$ cat config.mk
export PLATFORM = sky130hd
export DESIGN_NAME = sram_testchip_top
export DESIGN_NICKNAME = d
export VERILOG_FILES = /design/src/hw/sram_pkg.sv /design/src/hw/ctrl_pkg.sv /design/src/hw/apb_sram_bridge.sv /design/src/hw/scan_cmd_reg.sv /design/src/hw/sram_port_mux.sv /design/src/hw/sram_testchip_top.sv
export SDC_FILE = /design/constraint.sdc
export NUM_CORES = 1
export LEC_CHECK = 0
export BUFFER_PORTS_ARGS = -buffer_cell sky130_fd_sc_hd__buf_2
export CORE_AREA = 2 2 254 256
export CTS_CLUSTER_DIAMETER = 80
export DETAILED_ROUTE_END_ITERATION = 8
export DIE_AREA = 0 0 256 258
export HOLD_SLACK_MARGIN = 0.1
export PLACE_DENSITY = 0.41
export SLEW_MARGIN = 20
export SYNTH_ARGS = -nofsm -noshare
export SYNTH_HDL_FRONTEND = slang
export SYNTH_HIERARCHICAL = 1
export SYNTH_SLANG_ARGS = --single-unit
export TNS_END_PERCENT = 5
$ cat constraint.sdc
create_clock -name clk -period 3.18 [get_ports clk]
set_clock_uncertainty 0.2 [all_clocks]
set_input_delay 0 -clock clk [delete_from_list [all_inputs] [get_ports clk]]
set_output_delay 0 -clock clk [all_outputs]
set_load 0.01 [all_outputs]
$ cat src/hw/sram_pkg.sv
`default_nettype none

package sram_pkg;

	localparam int ADDR_WIDTH  = 8;	// words per macro port
	localparam int DATA_WIDTH  = 32;
	localparam int WMASK_WIDTH = 4;	// one enable per byte
	localparam int SEL_WIDTH   = 4;	// up to 16 macros

	typedef logic [ADDR_WIDTH-1:0]  addr_t;
	typedef logic [DATA_WIDTH-1:0]  data_t;
	typedef logic [WMASK_WIDTH-1:0] wmask_t;
	typedef logic [SEL_WIDTH-1:0]   chip_sel_t;

	// control of one shared sram port
	typedef struct packed {
		addr_t  addr;
		data_t  din;
		logic   csb;	// active low, before the per-macro decode
		logic   web;	// active low write
		wmask_t wmask;
	} sram_port_t;

endpackage

`default_nettype wire

$ cat src/hw/ctrl_pkg.sv
`default_nettype none

package ctrl_pkg;

	// each macro owns a 1 KiB window on the bus
	localparam int WINDOW_BITS = 10;

	// command word, chip index in the top bits so it leaves the scan chain first
	typedef struct packed {
		sram_pkg::chip_sel_t  sel;
		sram_pkg::sram_port_t port0;
		sram_pkg::sram_port_t port1;
	} cmd_t;

	localparam int CMD_WIDTH = $bits(cmd_t);

	// one port-0 access requested by the apb bridge
	typedef struct packed {
		logic                 valid;
		sram_pkg::chip_sel_t  sel;	// macro index from the window number
		sram_pkg::sram_port_t port;
	} apb_req_t;

	typedef enum logic [1:0] {
		IDLE,
		ACCESS,	// first penable cycle, request goes out
		RESPOND	// wait state done, pready high
	} bridge_state_t;

endpackage

`default_nettype wire

$ cat src/hw/apb_sram_bridge.sv
`timescale 1ns/1ps
`default_nettype none

module apb_sram_bridge #(
	parameter int          NUM_SRAMS = 4,
	parameter logic [31:0] APB_BASE  = 32'h3000_0000
) (
	input  wire                                  clk,
	input  wire                                  resetn,
	input  wire                                  psel_i,
	input  wire                                  penable_i,
	input  wire                                  pwrite_i,
	input  wire [31:0]                           paddr_i,
	input  wire sram_pkg::data_t                 pwdata_i,
	input  wire sram_pkg::wmask_t                pstrb_i,
	input  wire sram_pkg::data_t [NUM_SRAMS-1:0] sram_dout0_i,
	output ctrl_pkg::apb_req_t                   req_o,
	output sram_pkg::data_t                      prdata_o,
	output logic                                 pready_o,
	output logic                                 pslverr_o
);

	import ctrl_pkg::*;
	import sram_pkg::*;

	localparam logic [31:0] SPAN = NUM_SRAMS << WINDOW_BITS;	// bytes covered by all windows

	bridge_state_t state;
	bridge_state_t state_nxt;
	logic [31:0]   offset;
	logic          in_range;
	logic          req_valid;
	chip_sel_t     sel_q;
	logic          err_q;
	data_t         rd_data;

	assign offset   = paddr_i - APB_BASE;
	assign in_range = (paddr_i >= APB_BASE) && (offset < SPAN);

	always_comb begin
		state_nxt = state;
		case (state)
			IDLE: begin
				if (psel_i && !penable_i) begin	// setup phase
					state_nxt = ACCESS;
				end
			end
			ACCESS:  state_nxt = RESPOND;	// fixed single wait state
			RESPOND: state_nxt = IDLE;
			default: state_nxt = IDLE;
		endcase
	end

	always_ff @(posedge clk) begin
		if (!resetn) begin
			state <= IDLE;
		end else begin
			state <= state_nxt;
		end
	end

	// an out-of-range address never reaches the srams
	assign req_valid = (state == ACCESS) && in_range;

	always_comb begin
		req_o.valid      = req_valid;
		req_o.sel        = offset[WINDOW_BITS +: SEL_WIDTH];
		req_o.port.addr  = offset[2 +: ADDR_WIDTH];	// word address inside the window
		req_o.port.din   = pwdata_i;
		req_o.port.csb   = !req_valid;
		req_o.port.web   = !pwrite_i;
		req_o.port.wmask = pstrb_i;
	end

	// decoded macro and error held for the response cycle
	always_ff @(posedge clk) begin
		if (state == ACCESS) begin
			sel_q <= req_o.sel;
			err_q <= !in_range;
		end
	end

	always_comb begin
		rd_data = '0;
		for (int i = 0; i < NUM_SRAMS; i++) begin
			if (sel_q == chip_sel_t'(i)) begin
				rd_data = sram_dout0_i[i];
			end
		end
	end

	assign pready_o  = (state == RESPOND);
	assign pslverr_o = pready_o && err_q;
	assign prdata_o  = (pready_o && !err_q) ? rd_data : '0;	// data valid one cycle after csb

endmodule

`default_nettype wire

$ cat src/hw/scan_cmd_reg.sv
`timescale 1ns/1ps
`default_nettype none

module scan_cmd_reg #(
	parameter int NUM_SRAMS = 4
) (
	input  wire                                  clk,
	input  wire                                  resetn,
	input  wire                                  gpio_scan_i,
	input  wire                                  gpio_in_i,	// serial bit into the lsb
	input  wire                                  la_load_i,
	input  wire ctrl_pkg::cmd_t                  la_data_i,
	input  wire                                  capture_i,
	input  wire sram_pkg::data_t [NUM_SRAMS-1:0] sram_dout0_i,
	input  wire sram_pkg::data_t [NUM_SRAMS-1:0] sram_dout1_i,
	output ctrl_pkg::cmd_t                       cmd_o,
	output logic                                 gpio_out_o
);

	import ctrl_pkg::*;
	import sram_pkg::*;

	cmd_t  cmd_q;
	data_t rd0;
	data_t rd1;

	// read data of the macro named in the word, zero past the last macro
	always_comb begin
		rd0 = '0;
		rd1 = '0;
		for (int i = 0; i < NUM_SRAMS; i++) begin
			if (cmd_q.sel == chip_sel_t'(i)) begin
				rd0 = sram_dout0_i[i];
				rd1 = sram_dout1_i[i];
			end
		end
	end

	always_ff @(posedge clk) begin
		if (!resetn) begin
			cmd_q <= '0;
		end else if (gpio_scan_i) begin
			cmd_q <= {cmd_q[CMD_WIDTH-2:0], gpio_in_i};	// shift toward the msb
		end else if (la_load_i) begin
			cmd_q <= la_data_i;
		end else if (capture_i) begin
			// only the din fields change, the rest of the word stays
			cmd_q.port0.din <= rd0;
			cmd_q.port1.din <= rd1;
		end
	end

	assign cmd_o      = cmd_q;
	assign gpio_out_o = cmd_q[CMD_WIDTH-1];	// bit that leaves the chain next

endmodule

`default_nettype wire

$ cat src/hw/sram_port_mux.sv
`timescale 1ns/1ps
`default_nettype none

module sram_port_mux #(
	parameter int NUM_SRAMS = 4
) (
	input  wire                     mode_select_i,	// 0 command word, 1 apb
	input  wire                     global_csb_i,
	input  wire ctrl_pkg::cmd_t     cmd_i,
	input  wire ctrl_pkg::apb_req_t req_i,
	output sram_pkg::sram_port_t    port0_o,
	output sram_pkg::sram_port_t    port1_o,
	output logic [NUM_SRAMS-1:0]    csb0_o,
	output logic [NUM_SRAMS-1:0]    csb1_o
);

	import sram_pkg::*;

	// a single low bit at the chip index when csb is asserted
	function automatic logic [NUM_SRAMS-1:0] csb_decode(chip_sel_t sel, logic csb);
		logic [NUM_SRAMS-1:0] dec;
		dec = '1;
		for (int i = 0; i < NUM_SRAMS; i++) begin
			if (!csb && (sel == chip_sel_t'(i))) begin
				dec[i] = 1'b0;
			end
		end
		return dec;
	endfunction

	always_comb begin
		port1_o = cmd_i.port1;	// port 1 always follows the command word
		if (mode_select_i) begin
			port0_o = req_i.port;
			csb0_o  = csb_decode(req_i.sel, !req_i.valid);
			csb1_o  = '1;	// port 1 disabled in bus mode
		end else begin
			port0_o = cmd_i.port0;
			// global_csb_i can hold every macro off
			csb0_o  = csb_decode(cmd_i.sel, global_csb_i | cmd_i.port0.csb);
			csb1_o  = csb_decode(cmd_i.sel, global_csb_i | cmd_i.port1.csb);
		end
		// select travels on the per-macro vectors only
		port0_o.csb = 1'b1;
		port1_o.csb = 1'b1;
	end

endmodule

`default_nettype wire

$ cat src/hw/sram_testchip_top.sv
`timescale 1ns/1ps
`default_nettype none

module sram_testchip_top #(
	parameter int          NUM_SRAMS = 4,
	parameter logic [31:0] APB_BASE  = 32'h3000_0000
) (
	input  wire                                  clk,
	input  wire                                  resetn,
	input  wire                                  mode_select_i,
	input  wire                                  global_csb_i,
	input  wire                                  gpio_scan_i,
	input  wire                                  gpio_in_i,
	input  wire                                  capture_i,
	input  wire                                  la_load_i,
	input  wire ctrl_pkg::cmd_t                  la_data_i,
	// apb slave
	input  wire                                  psel_i,
	input  wire                                  penable_i,
	input  wire                                  pwrite_i,
	input  wire [31:0]                           paddr_i,
	input  wire sram_pkg::data_t                 pwdata_i,
	input  wire sram_pkg::wmask_t                pstrb_i,
	output sram_pkg::data_t                      prdata_o,
	output logic                                 pready_o,
	output logic                                 pslverr_o,
	// shared sram ports, one csb per macro
	input  wire sram_pkg::data_t [NUM_SRAMS-1:0] sram_dout0_i,
	input  wire sram_pkg::data_t [NUM_SRAMS-1:0] sram_dout1_i,
	output sram_pkg::sram_port_t                 port0_o,
	output sram_pkg::sram_port_t                 port1_o,
	output logic [NUM_SRAMS-1:0]                 csb0_o,
	output logic [NUM_SRAMS-1:0]                 csb1_o,
	output ctrl_pkg::cmd_t                       la_data_o,
	output logic                                 gpio_out_o
);

	import ctrl_pkg::*;

	cmd_t     cmd;
	apb_req_t req;

	scan_cmd_reg #(.NUM_SRAMS(NUM_SRAMS)) u_cmd_reg (
		.clk          (clk),
		.resetn       (resetn),
		.gpio_scan_i  (gpio_scan_i),
		.gpio_in_i    (gpio_in_i),
		.la_load_i    (la_load_i),
		.la_data_i    (la_data_i),
		.capture_i    (capture_i),
		.sram_dout0_i (sram_dout0_i),
		.sram_dout1_i (sram_dout1_i),
		.cmd_o        (cmd),
		.gpio_out_o   (gpio_out_o)
	);

	apb_sram_bridge #(
		.NUM_SRAMS (NUM_SRAMS),
		.APB_BASE  (APB_BASE)
	) u_bridge (
		.clk          (clk),
		.resetn       (resetn),
		.psel_i       (psel_i),
		.penable_i    (penable_i),
		.pwrite_i     (pwrite_i),
		.paddr_i      (paddr_i),
		.pwdata_i     (pwdata_i),
		.pstrb_i      (pstrb_i),
		.sram_dout0_i (sram_dout0_i),
		.req_o        (req),
		.prdata_o     (prdata_o),
		.pready_o     (pready_o),
		.pslverr_o    (pslverr_o)
	);

	sram_port_mux #(.NUM_SRAMS(NUM_SRAMS)) u_mux (
		.mode_select_i (mode_select_i),
		.global_csb_i  (global_csb_i),
		.cmd_i         (cmd),
		.req_i         (req),
		.port0_o       (port0_o),
		.port1_o       (port1_o),
		.csb0_o        (csb0_o),
		.csb1_o        (csb1_o)
	);

	assign la_data_o = cmd;	// logic analyzer sees the live command word

endmodule

`default_nettype wire

==> impl_metrics.toml <==
[final_layout]
register_area_sq_um = 2120
multi_input_area_sq_um = 6640
finalCoreUtilization = 0.252
drive_above_1_share = 0.480
stdcell_count = 2773
n_fill_cell = 7110
fin_nets = 2341
area_growth_syn_to_layout_pct = 57.7
fin_area_sq_um = 16000

[clock_network]
cts.sinks = 103
numCtsBuffers = 9
cts_tree = "yes"
h-tree-depth = 3
clk_transition_reported_paths_ns = 0.09
clock_path_buffers = 2
clk_latency_ns = 0.39
root_buffer = "clkbuf_16"

[drt]
wl_per_cell_um = 20.7
drc_errors = 0
dr_total_vias = 12400
avgViaCountPerCell = 4.46
drt_wl_total_um = 57400
drt-pass1-iter-count = 5
drtIter0Drc = 690
ant_nets = 0

[power]
vdd_ir_drop_max_v = 0.000213
p_sw_frac = 0.366
p_comb_frac = 0.395
switchingPower_mw = 1.68
leakage_nw = 7.39
internal_power_mw = 2.91
pwr-share-seq = 0.335
p_clk_frac = 0.270
p_per_area_nw_per_um2 = 287

[critical_path]
startpoint_type = "register"
critical_path_depth = 6
worst-setup-path-type = "reg -> reg"
r2r-end = "u_cmd_reg/cmd_o[24]$_SDFFE_PN0P_"
r2r-start = "u_cmd_reg/cmd_o[94]$_SDFFE_PN0P_"
crit_path_cell_trace = "nor3_4 > buf_6 > a221o_1 > a21oi_1 > nor3_1 > dlygate4sd3_1"
worstPathArrival_ns = 3.06
slowest_stage = "nor3_4"
critPathMaxStageDelay_ns = 0.81
cp.required_ns = 3.31
critPathTopFamily = "simple AND/OR/NAND/NOR gates"
reg2reg_depth = 6
cp.buffers_inverters = 2
critPathLaunch = "u_cmd_reg/cmd_o[94]$_SDFFE_PN0P_"
endpoint = "u_cmd_reg/cmd_o[24]$_SDFFE_PN0P_"
rrSetupSlack_ns = 0.25
crit_path_end_kind = "register"
path_max_fanout = 20

[global_route]
antenna_found_initial = 9
grt_overflow = 0
track_usage = 0.167
grt_pass1_wl_um = 83300
grt_max_degree = 105
grt_pass1_vias = 13000

[synth]
synth_area_sq_um = 10200
postSynthCellCount = 1202
postSynthAreaPerCell_sq_um = 8.46
yosysWarnings = 6

[timing]
period_minus_slack_ns = 2.93
fin_tns_setup_ns = 0
drv_slew = 0
tightest_slew_ns = 1.12
fin_crit_sh = 0.921
max_freq_mhz = 342
finalHoldViolations = 0
whs_ns = 0.109
setup_viol = 0
maxSlewHeadroom = 0.253
rsz0062_at_grt = "no"

[placed_design]
portBuffers = 657
placed_cells = 2528
place_area_sq_um = 13500
gp_congestion = 0.913
hpwl_um = 41500

[die]
core_area_sq_um = 63600
die_x_um = 256
die_area_sq_um = 66000
row_count = 93
num_io_pins = 662
die_h_um = 258
start_util = 0.160

[worst_hold_path]
min_path_type = "in -> out"

[run_status]
status = "complete, no violations"

[flow_run]
maxCapViolCount = 0
area by class of cell:
type                    instances  area share
diodes                          3    0.000468
clock buffers                   9      0.0141
clock inverters                 7     0.00461
inverters                      29     0.00679
multi-input cells             860       0.415
flip-flops and latches        103       0.132
well taps                     855      0.0667
repair buffers                907       0.361
flip-flops by register name, summed over array words and instances (netlist names):
register,count
u_bridge/err_q,1
u_bridge/sel_q,4
u_bridge/state,2
u_cmd_reg/cmd_o,96
cell usage in the layout (no fill, tap or decap), types with 35 or more instances in the layout:
cell	count
nand2_1	37
nand2b_1	91
dfxtp_1	96
a221o_1	36
mux2_2	160
o21ai_0	55
nor2_1	97
nor3_1	36
a21oi_1	36
and2_1	35
dlygate4sd3_1	226
o211ai_1	64
buf_2	654
routing by layer:
metal  vias to the layer above  wire length [um]  global-route usage
li1                       5744                 -                   -
met4                         6              1310              0.0463
met3                        61              3730              0.0414
met1                      5964             24000               0.198
met5                         -                34                   0
met2                       599             28400               0.298
worst min-delay path: cells and delay by family:
family                 cells  cell delay, ns
multiplexers               1            0.12
buffers and inverters      2            0.19
how the worst min path moves through the flow:
stage,cells after the start,end,slack [ns],startpoint
after global placement,1,u_bridge/sel_q[1]$_DFFE_PN_,0.01,paddr_i[11]
after floorplan,0,u_bridge/sel_q[0]$_DFFE_PN_,-0.10,paddr_i[10]
after CTS,3,port0_o[21],0.11,pwdata_i[15]
final,3,port0_o[34],0.11,pwdata_i[28]
after global routing,3,port0_o[16],0.12,pwdata_i[10]
after detailed placement,1,u_bridge/sel_q[1]$_DFFE_PN_,0.01,paddr_i[11]
what timing repair did:
action / 4_1_cts / 5_1_grt
hold buffers: 226 / 0
setup buffers: 0 / 0
endpoints found under the setup margin: 0 / 12
resized for setup: 0 / 2
endpoints found under the hold margin: 103 / 0
power by group through the flow:
stage | combinational [mW] | clock (mW) | sequential [mW]
4_1_cts | 1.81 | 1.33 | 1.54
3_3_place_gp | 1.53 | 0 | 1.57
5_1_grt | 1.96 | 1.36 | 1.55
6_report | 1.82 | 1.24 | 1.54
3_5_place_dp | 1.54 | 0 | 1.57
2_1_floorplan | 0.906 | 0 | 1.54
through the flow:
step | power [mW] | setup WS, ns
detailed placement | 3.11 | 0.662
global route | 4.88 | 0.101
global placement | 3.10 | 0.728
finish | 4.60 | 0.253
CTS | 4.69 | 0.108
floorplan | 2.45 | 1.31
No activity file was read; power rests on OpenSTA's default activity.
